[src/hdl/list_pkg.sv]
// Hit list package
// Sizes, enums and packed port structs shared by the hit list blocks
`default_nettype none

package list_pkg;

  localparam int NUM_RAYS    = 16;  // Rays in flight
  localparam int RAY_ID_W    = 4;   // log2 of NUM_RAYS
  localparam int DIST_W      = 16;  // Unsigned fixed point distance
  localparam int QUEUE_DEPTH = 4;   // Verdict FIFO entries

  typedef logic [RAY_ID_W-1:0] ray_id_t;
  typedef logic [DIST_W-1:0]   dist_t;
  typedef logic [7:0]          tri_id_t;

  typedef struct packed {
    logic [7:0] u;
    logic [7:0] v;
  } bary_uv_t;

  localparam dist_t DIST_MAX = '1;  // Distance of an empty record

  typedef enum logic {VERDICT_MISS, VERDICT_HIT} verdict_e;
  typedef enum logic {GRANT_TRAV0, GRANT_TRAV1} grant_e;  // Round-robin pointer

  // ------------------------------------------------
  // Port and storage structs
  // ------------------------------------------------
  typedef struct packed {
    ray_id_t ray_id;
    dist_t   t_max_leaf;  // Far bound of the leaf just entered
  } trav_to_list_t;

  typedef struct packed {
    ray_id_t  ray_id;
    logic     hit;
    dist_t    t_int;
    tri_id_t  tri_id;
    bary_uv_t uv;
    logic     is_last;  // Last triangle of the leaf
  } int_to_list_t;

  typedef struct packed {
    logic     hit;
    dist_t    t_best;
    tri_id_t  tri_id;
    bary_uv_t uv;
  } hit_record_t;

  localparam hit_record_t REC_EMPTY = '{hit: 1'b0, t_best: DIST_MAX, tri_id: '0, uv: '0};

  typedef struct packed {
    verdict_e kind;
    ray_id_t  ray_id;
    dist_t    t;       // Hit distance, or leaf bound on a miss
    tri_id_t  tri_id;
    bary_uv_t uv;
  } verdict_t;

  typedef struct packed {
    ray_id_t  ray_id;
    dist_t    t_int;
    tri_id_t  tri_id;
    bary_uv_t uv;
  } list_to_rs_t;

  typedef struct packed {
    ray_id_t ray_id;
    dist_t   t_max_leaf;
  } list_to_ss_t;

endpackage

`default_nettype wire

[src/hdl/leaf_bound_store.sv]
// Leaf bound store
// Per-ray far bound registers, written by two traversal units
// Read port has priority, round-robin between traversal ports on contention
`default_nettype none

module leaf_bound_store import list_pkg::*; (
  input  logic          clk,
  input  logic          rst_n,
  input  logic          trav0_valid,
  input  trav_to_list_t trav0_data,
  output logic          trav0_stall,
  input  logic          trav1_valid,
  input  trav_to_list_t trav1_data,
  output logic          trav1_stall,
  input  logic          rd_en,
  input  ray_id_t       rd_ray,
  output dist_t         rd_bound
);

  dist_t         bounds [NUM_RAYS];
  grant_e        grant;       // Winner of the next contention
  logic          contend;     // Read plus both traversal writes
  logic          a_wr_en;
  logic          b_sel_trav0; // Port B carries trav0 while the read owns port A
  logic          b_wr_en;
  trav_to_list_t b_wr;

  // ------------------------------------------------
  // Port steering
  // ------------------------------------------------
  assign contend     = rd_en & trav0_valid & trav1_valid;
  assign a_wr_en     = trav0_valid & ~rd_en;  // Port A free only without a read
  assign b_sel_trav0 = rd_en & trav0_valid & (~trav1_valid | (grant == GRANT_TRAV0));
  assign b_wr_en     = b_sel_trav0 | trav1_valid;
  assign b_wr        = b_sel_trav0 ? trav0_data : trav1_data;

  // Loser of the contention waits
  assign trav0_stall = contend & (grant == GRANT_TRAV1);
  assign trav1_stall = contend & (grant == GRANT_TRAV0);

  always_ff @(posedge clk or negedge rst_n) begin
    if (!rst_n) begin
      grant <= GRANT_TRAV0;
    end else if (contend) begin
      grant <= (grant == GRANT_TRAV0) ? GRANT_TRAV1 : GRANT_TRAV0;  // Flip per contention
    end
  end

  // ------------------------------------------------
  // Storage
  // ------------------------------------------------
  always_ff @(posedge clk or negedge rst_n) begin
    if (!rst_n) begin
      for (int i = 0; i < NUM_RAYS; i++) begin
        bounds[i] <= DIST_MAX;
      end
    end else begin
      if (a_wr_en) bounds[trav0_data.ray_id] <= trav0_data.t_max_leaf;
      if (b_wr_en) bounds[b_wr.ray_id] <= b_wr.t_max_leaf;  // B lands last on same ray
    end
  end

  // Read data one cycle after the strobe
  always_ff @(posedge clk) begin
    if (rd_en) rd_bound <= bounds[rd_ray];
  end

endmodule

`default_nettype wire

[src/hdl/hit_record_store.sv]
// Hit record store
// Closest hit found so far for each ray, registered read and one write port
`default_nettype none

module hit_record_store import list_pkg::*; (
  input  logic        clk,
  input  logic        rst_n,
  // Read port
  input  ray_id_t     rd_ray,
  output hit_record_t rd_record,
  // Write port
  input  logic        wr_en,
  input  ray_id_t     wr_ray,
  input  hit_record_t wr_record
);

  hit_record_t records [NUM_RAYS];

  // ------------------------------------------------
  // Record registers
  // ------------------------------------------------
  // Every ray starts empty, no hit at max distance
  always_ff @(posedge clk or negedge rst_n) begin
    if (!rst_n) begin
      for (int i = 0; i < NUM_RAYS; i++) begin
        records[i] <= REC_EMPTY;
      end
    end else if (wr_en) begin
      records[wr_ray] <= wr_record;  // Lands at the edge
    end
  end

  // ------------------------------------------------
  // Read port
  // ------------------------------------------------
  // Sampled every cycle, so data follows the address by one clock.
  // A write at the same edge is not seen here, the control forwards it.
  always_ff @(posedge clk) begin
    rd_record <= records[rd_ray];
  end

endmodule

`default_nettype wire

[src/hdl/list_ctrl.sv]
// Hit list control
// Two-stage verdict pipeline: issue reads, then pick the closest hit,
// compare against the leaf bound, update the record and push verdicts
`default_nettype none

module list_ctrl import list_pkg::*; (
  input  logic         clk,
  input  logic         rst_n,
  input  logic         int_valid,
  input  int_to_list_t int_data,
  output logic         int_stall,
  output logic         bound_rd_en,
  output ray_id_t      bound_rd_ray,
  input  dist_t        bound,
  output ray_id_t      rec_rd_ray,
  input  hit_record_t  rec,
  output logic         rec_wr_en,
  output ray_id_t      rec_wr_ray,
  output hit_record_t  rec_wr,
  output logic         push,
  output verdict_t     push_verdict,
  input  logic         almost_full
);

  logic         accept;
  logic         s2_valid;
  int_to_list_t s2_item;   // Item waiting for its read data
  logic         fwd_valid; // Write at the edge the current reads were sampled
  ray_id_t      fwd_ray;
  hit_record_t  fwd_rec;
  hit_record_t  cur;       // Record after forwarding
  hit_record_t  new_best;
  logic         take_new;
  logic         hit_verdict;

  // ------------------------------------------------
  // Stage 1, accept and issue reads
  // ------------------------------------------------
  assign int_stall    = almost_full;  // Room kept for stage 2 plus this item
  assign accept       = int_valid & ~int_stall;
  assign rec_rd_ray   = int_data.ray_id;
  assign bound_rd_en  = accept & int_data.is_last;  // Bound only needed at leaf end
  assign bound_rd_ray = int_data.ray_id;

  always_ff @(posedge clk or negedge rst_n) begin
    if (!rst_n) begin
      s2_valid  <= 1'b0;
      fwd_valid <= 1'b0;
    end else begin
      s2_valid  <= accept;
      fwd_valid <= rec_wr_en;
    end
  end

  always_ff @(posedge clk) begin
    if (accept) s2_item <= int_data;
    fwd_ray <= rec_wr_ray;
    fwd_rec <= rec_wr;
  end

  // ------------------------------------------------
  // Stage 2, closest hit and bound compare
  // ------------------------------------------------
  always_comb begin
    cur      = (fwd_valid && fwd_ray == s2_item.ray_id) ? fwd_rec : rec;
    take_new = s2_item.hit & (~cur.hit | (s2_item.t_int <= cur.t_best));  // Tie keeps later
    new_best = cur;
    if (take_new) begin
      new_best.hit    = 1'b1;
      new_best.t_best = s2_item.t_int;
      new_best.tri_id = s2_item.tri_id;
      new_best.uv     = s2_item.uv;
    end
    hit_verdict = s2_item.is_last & new_best.hit & (new_best.t_best <= bound);

    rec_wr_en  = s2_valid;                          // Unchanged records written too
    rec_wr_ray = s2_item.ray_id;
    rec_wr     = hit_verdict ? REC_EMPTY : new_best; // Cleared once shaded

    push                = s2_valid & s2_item.is_last;
    push_verdict.kind   = hit_verdict ? VERDICT_HIT : VERDICT_MISS;
    push_verdict.ray_id = s2_item.ray_id;
    push_verdict.t      = hit_verdict ? new_best.t_best : bound;  // Miss carries bound
    push_verdict.tri_id = hit_verdict ? new_best.tri_id : '0;
    push_verdict.uv     = hit_verdict ? new_best.uv : '0;
  end

endmodule

`default_nettype wire

[src/hdl/verdict_queue.sv]
// Verdict queue
// Four-entry FIFO of verdicts, head steered to shader on hit
// and to scheduler on miss
`default_nettype none

module verdict_queue import list_pkg::*; (
  input  logic        clk,
  input  logic        rst_n,
  input  logic        push,
  input  verdict_t    push_verdict,
  output logic        almost_full,
  output logic        rs_valid,
  output list_to_rs_t rs_data,
  input  logic        rs_stall,
  output logic        ss_valid,
  output list_to_ss_t ss_data,
  input  logic        ss_stall
);

  verdict_t                       entries [QUEUE_DEPTH];
  logic [$clog2(QUEUE_DEPTH)-1:0] wr_ptr;
  logic [$clog2(QUEUE_DEPTH)-1:0] rd_ptr;
  logic [$clog2(QUEUE_DEPTH):0]   count;
  verdict_t                       head;
  logic                           pop;

  assign head        = entries[rd_ptr];
  assign almost_full = (count >= QUEUE_DEPTH - 2);  // Two or fewer free

  // ------------------------------------------------
  // Head steering
  // ------------------------------------------------
  assign rs_valid = (count != 0) & (head.kind == VERDICT_HIT);
  assign ss_valid = (count != 0) & (head.kind == VERDICT_MISS);
  assign pop      = (rs_valid & ~rs_stall) | (ss_valid & ~ss_stall);  // Stalled head blocks all

  always_comb begin
    rs_data.ray_id    = head.ray_id;
    rs_data.t_int     = head.t;
    rs_data.tri_id    = head.tri_id;
    rs_data.uv        = head.uv;
    ss_data.ray_id    = head.ray_id;
    ss_data.t_max_leaf = head.t;  // Bound of the missed leaf
  end

  // ------------------------------------------------
  // Ring pointers
  // ------------------------------------------------
  always_ff @(posedge clk or negedge rst_n) begin
    if (!rst_n) begin
      wr_ptr <= '0;
      rd_ptr <= '0;
      count  <= '0;
    end else begin
      if (push) wr_ptr <= wr_ptr + 1'b1;  // Wraps, depth is a power of two
      if (pop)  rd_ptr <= rd_ptr + 1'b1;
      count <= count + push - pop;
    end
  end

  always_ff @(posedge clk) begin
    if (push) entries[wr_ptr] <= push_verdict;
  end

endmodule

`default_nettype wire

[src/hdl/list_unit.sv]
// Hit list top level
// Keeps the closest hit per ray and issues a hit or miss verdict
// at the end of every leaf
`default_nettype none

module list_unit import list_pkg::*; (
  input  logic          clk,
  input  logic          rst_n,
  // Traversal ports
  input  logic          trav0_valid,
  input  trav_to_list_t trav0_data,
  output logic          trav0_stall,
  input  logic          trav1_valid,
  input  trav_to_list_t trav1_data,
  output logic          trav1_stall,
  // Intersection results
  input  logic          int_valid,
  input  int_to_list_t  int_data,
  output logic          int_stall,
  // Shader and scheduler
  output logic          rs_valid,
  output list_to_rs_t   rs_data,
  input  logic          rs_stall,
  output logic          ss_valid,
  output list_to_ss_t   ss_data,
  input  logic          ss_stall
);

  logic        bound_rd_en;
  ray_id_t     bound_rd_ray;
  dist_t       bound;
  ray_id_t     rec_rd_ray;
  hit_record_t rec;
  logic        rec_wr_en;
  ray_id_t     rec_wr_ray;
  hit_record_t rec_wr;
  logic        push;
  verdict_t    push_verdict;
  logic        almost_full;  // Queue backpressure into control

  leaf_bound_store leaf_bound_store_i (
    .clk, .rst_n,
    .trav0_valid, .trav0_data, .trav0_stall,
    .trav1_valid, .trav1_data, .trav1_stall,
    .rd_en    (bound_rd_en),
    .rd_ray   (bound_rd_ray),
    .rd_bound (bound)
  );

  hit_record_store hit_record_store_i (
    .clk, .rst_n,
    .rd_ray    (rec_rd_ray),
    .rd_record (rec),
    .wr_en     (rec_wr_en),
    .wr_ray    (rec_wr_ray),
    .wr_record (rec_wr)
  );

  list_ctrl list_ctrl_i (
    .clk, .rst_n,
    .int_valid, .int_data, .int_stall,
    .bound_rd_en, .bound_rd_ray, .bound,
    .rec_rd_ray, .rec,
    .rec_wr_en, .rec_wr_ray, .rec_wr,
    .push, .push_verdict, .almost_full
  );

  verdict_queue verdict_queue_i (
    .clk, .rst_n,
    .push, .push_verdict, .almost_full,
    .rs_valid, .rs_data, .rs_stall,
    .ss_valid, .ss_data, .ss_stall
  );

endmodule

`default_nettype wire

[config.mk]
export PLATFORM = sky130hd
export DESIGN_NAME = list_unit
export DESIGN_NICKNAME = d
export VERILOG_FILES = /design/src/hdl/list_pkg.sv /design/src/hdl/leaf_bound_store.sv /design/src/hdl/hit_record_store.sv /design/src/hdl/list_ctrl.sv /design/src/hdl/verdict_queue.sv /design/src/hdl/list_unit.sv
export SDC_FILE = /design/constraint.sdc
export NUM_CORES = 2
export LEC_CHECK = 0
export ABC_CLOCK_PERIOD_IN_PS = 20400
export BUFFER_PORTS_ARGS = -buffer_cell sky130_fd_sc_hd__buf_2
export CAP_MARGIN = 10
export CELL_PAD_IN_SITES_DETAIL_PLACEMENT = 1
export CELL_PAD_IN_SITES_GLOBAL_PLACEMENT = 2
export CORE_MARGIN = 2
export CORE_UTILIZATION = 48
export DETAILED_ROUTE_END_ITERATION = 12
export GPL_ROUTABILITY_DRIVEN = 0
export GPL_TIMING_DRIVEN = 0
export HOLD_SLACK_MARGIN = 0.06
export PLACE_DENSITY_LB_ADDON = 0.1
export SETUP_SLACK_MARGIN = 0.3
export SLEW_MARGIN = 25
export SYNTH_ARGS = -nofsm -noshare
export SYNTH_HDL_FRONTEND = slang
export SYNTH_SLANG_ARGS = --single-unit
[constraint.sdc]
create_clock -name clk -period 20.4 [get_ports clk]
set_clock_uncertainty 0.15 [all_clocks]
set_input_delay 4.08 -clock clk [delete_from_list [all_inputs] [get_ports clk]]
set_output_delay 4.08 -clock clk [all_outputs]
set_load 0.05 [all_outputs]
Word-level counts from Yosys, hierarchy flattened. Memories as Yosys holds them, arrays and structs flattened. Cells that the tools add are included.

Output and inout bits: 69. Word-level logic and storage cells: 202. Bits in writable memories: 180. Input bits: 93. Memories: 1. Register bits: 1070.

Memory list: verdict_queue_i.entries (depth 4, bits a word 45, rd ports 1, clocked after Yosys merged registers in 0, wr ports 1, line verdict_queue.sv:20) `verdict_t entries [QUEUE_DEPTH];`.

Equality and inequality tests: 1. Multiplexer cells: 28. Order comparisons: 10. Reduce and logical (&&, ||, !) cells: 5. Add/subtract/negate cells: 4. Bitwise gates (word level): 32.

Operator list (count): $bwmux 656 (1); $bwmux 256 (2); $mux 256 (2); $mux 41 (6); $bmux 41 s4 (1); $demux 41 s4 (1); $demux 16 s4 (2); $mux 16 (6); $bmux 16 s4 (1); $le 16x16->1 (2); $ge 5x5->1 const B (4); $mux 20 (1); $not 4->5 (4); $and 1x1->1 (16); $lt 5x1->1 const B (3); $mux 8 (1); $not 1->1 (8); $add 2x1->2 const B (2); $eq 4x4->1 (1); $logic_and 1x1->1 (4); $mux 1 (4); $or 1x1->1 (4); $add 3x1->3 (1); $ge 3x2->1 const B (1); 2 further kinds (2).

Longest topological paths before layout.
Word-level depth: 14. Depth in mapped cells: 26.

Hierarchy. Synthesis repeated with hierarchy kept, for this count alone.

Cells, all modules: 3698. Area, all modules: 57888.0 um2.

Modules (own cells, without submodules): hit_record_store (area an instance 30281.5 um2, cells each 1834, sequential area each 17556.8 um2, times used 1); leaf_bound_store (area an instance 15359.7 um2, cells each 1064, sequential area each 7231.9 um2, times used 1); verdict_queue (area an instance 7126.8 um2, cells each 301, sequential area each 5580.4 um2, times used 1); list_ctrl (area an instance 5119.9 um2, cells each 499, sequential area each 2332.2 um2, times used 1).

Worst setup path before layout. No wires, ideal clock.

Kind: in2out. From: input port int_data[0] (netlist bit). To: output port trav0_stall. Buffers on the path: 0. Arrival time: 5.494 ns. Cell stages on the path: 3. Path slack: 10.676 ns. Cells stage by stage: and3_1 nand3_1 nor2_1.

Word-level cells in the longest chain between the ends: 4.

Ends and longest elaborated chain: start, declared (line list_unit.sv:18) `input int_to_list_t int_data,`; $and 1x1->1 (line list_ctrl.sv:42) `assign bound_rd_en = accept & int_data.is_last;`; $and 1x1->1 (2 in series) (line leaf_bound_store.sv:31) `assign contend = rd_en & trav0_valid & trav1_valid;`; $and 1x1->1 (line leaf_bound_store.sv:38) `assign trav0_stall = contend & (grant == GRANT_TRAV1);`; end, declared (line list_unit.sv:12) `output logic trav0_stall,`.

Every way passes these cells.

==> impl_metrics.csv <==
group,metric,value,unit
logic_synthesis,netlist_area,55800,µm²
hold_path,hold-path-endpoint,"hit_record_store_i.records[387]",
timing,maxSlewViolCount,0,
logic_synthesis,yosysMostFrequentCell,"nand2_1",
worst_setup_path,critical_path_class,"reg2reg",
logic_synthesis,synth_compound_area_share,7.54,%
timing,worst_slew_margin_rel,24.7,%
pwr,p_total,9.27,mW
finish,final_nets,4877,
logic_synthesis,synth-async-reset-ratio,73.8,%
worst_setup_path,reg2regPathDepth,23,
finish,fin_area,63500,µm²
routing,totalWireLength,177000,µm
grt,grt_pass1_vias,40614,
clocking,ctsHtreeMaxLevel,4,
routing,wl_per_cell,27.8,µm
job,max_cap_violations,0,
logic_synthesis,netlist_instances,4427,
worst_setup_path,required,20.68,ns
grt,grtUsageMet3,4.11,%
placement,dpl_worst_slack,9.43,ns
finish,fill_cells,11717,
logic_synthesis,synth-simple-area-share,7.51,%
pwr,p_per_area,146,nW/µm²
grt,grt_max_degree,130,
finish,final_cell_count_no_fill,6388,
logic_synthesis,synthesis.nets,4560,
routing,drt_pass1_iterations,7,
grt,antenna_found_initial,5,
grt,gr-total-overflow,0,
logic_synthesis,synth_top_family_by_area,"multiplexers",
die,die_h,345,µm
grt,use_met1,40.8,%
timing,rsz0062_at_grt,"false",
timing,max_freq,94.8,MHz
hold_path,holdPathStages,2,
timing,holdWs,0.324,ns
placement,post-place-cells,6126,
worst_setup_path,cpMostUsedCell,"clkbuf_1",
placement,port-buffer-count,159,
die,dieArea,119000,µm²
worst_setup_path,crit_cells,23,
timing,worst_pin_slew,1.13,ns
pwr,p_leak,26.5,nW
die,core,116000,µm²
routing,first_iter_violations,2892,
worst_setup_path,crit_family,"buffers and inverters",
logic_synthesis,synth_area_leader_cell,"dfstp_2",
routing,final_antenna_net_count,0,
clocking,postCtsHoldBufs,0,
finish,area_delta_synth_final,13.8,%
clocking,cts_tree,"done",
worst_setup_path,critPathMaxStageDelay,0.92,ns
grt,grtUsageTotal,30.1,%
grt,grt-busiest-layer,"met2",
logic_synthesis,yosysWarnings,0,
logic_synthesis,synthTopCellsByCount,"nand2_1, dfstp_2, dfrtp_1, nor2_1, mux4_2",
logic_synthesis,synth_cell_types,45,
clocking,postCtsSetupBuffers,0,
clocking,clk_pin_slew,0.06,ns
grt,use_met2,50.6,%
timing,fin_tns_setup,0,ns
worst_setup_path,path_cells,"buf_2, xor2_1, nor4_4, clkbuf_2, mux2i_1, ha_1, nand4_1, a2111oi_0, nor3_1, o31ai_2, buf_4, mux2i_1, clkbuf_1, inv_1, ha_1, nand4_1, or4_1, a21oi_1, or3_1, o2bb2ai_1, clkbuf_1, clkbuf_1, nor2_1",
routing,vias_per_cell,5.89,
finish,finish.utilization,54.9,%
clocking,clk_latency,0.76,ns
placement,placed_cell_area,59000,µm²
clocking,clk_path_buf_depth,3,
worst_setup_path,r2r-end,"verdict_queue_i.entries[2][21]",
routing,vias,37650,
hold_path,hp-class,"reg2reg",
clocking,cts_root_buf,"clkbuf_16",
logic_synthesis,synth_seq_cells,1250,
clocking,cts_resized,0,
timing,finalHoldViolCount,0,
die,floorplan.initialDensity,48.2,%
worst_setup_path,crit_path_top_delay_cell,"nor4_4",
hold_path,holdCritStartpoint,"hit_record_store_i.records[387]",
worst_setup_path,r2r_setup_slack,9.85,ns
run_status,outcome,"complete, no violations",
worst_setup_path,cp-end-kind,"flop",
worst_setup_path,worstReg2RegStart,"list_ctrl_i.rec_wr_ray[3]",
pwr,peakVddDrop,0.0812,mV
worst_setup_path,cp-start-kind,"flop",
timing,fin_crit_sh,51.7,%
timing,fin_ws,9.85,ns
die,core.rowCount,125,
timing,period_needed,10.55,ns
logic_synthesis,synth_top_area_share,24.1,%
clocking,cts_buffers,140,
logic_synthesis,synth-adder-area-share,0.910,%
logic_synthesis,synth.top_cells.by_area,"dfstp_2, dfrtp_1, mux4_2",
worst_setup_path,arrival,10.84,ns
die,ioPinCount,162,
die,dieWidth,345,µm
placement,dp_hpwl,128000,µm
worst_setup_path,crit_fanout,10,
grt,grt_first_pass_wirelength,267000,µm
timing,setup_viol,0,
logic_synthesis,synthMuxAreaShare,22.3,%
clocking,clock_sinks,1250,
logic_synthesis,seq_area_frac_synth,58.6,%
finish,drive_gt1_share,30.6,%
routing,drcViolationCount,0,
logic_synthesis,synth_flop_cell,"dfstp_2",
worst_setup_path,cp_num_buf_inv,7,
logic_synthesis,synth_edf_count,242,
logic_synthesis,avgSynthCellArea,12.6,µm²
logic_synthesis,synthXorXnorAreaFrac,0.141,%
==> kinds of logic after synthesis <==
kind of cell / after synthesis
compound gates: 827
xor+xnor: 9
fa+ha+maj: 40
buf+inv: 422
flops: 1250
mux: 812
simple gates: 1067
==> worst max-delay path by stage <==
stage | startpoint | end | slack, ns
after floorplan | int_data[0] | trav0_stall | 10.68
after global placement | rst_n | hit_record_store_i.records[41] | -5.64
after detailed placement | list_ctrl_i.rec_wr_ray[3] | verdict_queue_i.entries[1][21] | 9.43
after CTS | list_ctrl_i.rec_wr_ray[3] | verdict_queue_i.entries[2][21] | 9.36
after global routing | list_ctrl_i.rec_wr_ray[3] | hit_record_store_i.records[18] | 9.45
final | list_ctrl_i.rec_wr_ray[3] | verdict_queue_i.entries[2][21] | 9.85
==> per-layer routing <==
| metal | part of all wire [%] | wire, µm | vias to the layer above |
|---|---|---|---|
| met3 | 4.6 | 8090 | 251 |
| li1 | - | - | 16468 |
| met2 | 50 | 88400 | 914 |
| met4 | 3.0 | 5270 | 0 |
| met1 | 43 | 75700 | 20017 |
| met5 | 0 | 0 | - |
==> cell type report <==
type | instances | area, µm² | area share, %
multi-input cells | 2755 | 21600 | 33.9
plain buffers | 361 | 1510 | 2.37
well taps | 1524 | 1910 | 3.00
clock buffers | 216 | 4150 | 6.53
diodes | 1 | 2.50 | 0.00394
repair buffers | 175 | 1130 | 1.77
inverters | 61 | 229 | 0.360
clock inverters | 45 | 369 | 0.581
flip-flops and latches | 1250 | 32700 | 51.5
==> layout by cell type (no fill, tap or decap), types with 242 or more instances in the layout <==
cell type,instances
nand2_1,630
dfstp_2,512
dfrtp_1,410
nor2_1,356
mux4_2,330
o21ai_0,320
mux2i_1,315
clkbuf_1,310
a21oi_1,285
edfxtp_1,242
==> tightest hold or removal path, cell delays in order, from the launching register on <==
cell and delay [ns]:
dfrtp_1 0.33, nand2_1 0.04, o21ai_0 0.06
==> report_power, final <==
group	switching (mW)	internal (mW)	leakage, nW	total [mW]
clock network	1.05	1.42	2.22	2.48
logic	1.57	1.08	10.4	2.65
registers	0.437	3.71	13.9	4.15
==> sequential cells by signal, indices dropped and copies added, names as in the netlist <==
signal                        count
hit_record_store_i.rd_record     41
hit_record_store_i.records      656
leaf_bound_store_i.bounds       256
leaf_bound_store_i.grant          1
leaf_bound_store_i.rd_bound      16
list_ctrl_i.fwd_ray               4
list_ctrl_i.fwd_rec              41
list_ctrl_i.fwd_valid             1
list_ctrl_i.rec_wr_en             1
list_ctrl_i.rec_wr_ray            4
list_ctrl_i.s2_item              42
verdict_queue_i.count             3
verdict_queue_i.entries         180
verdict_queue_i.rd_ptr            2
verdict_queue_i.wr_ptr            2
(Power assumes the default switching activity.)
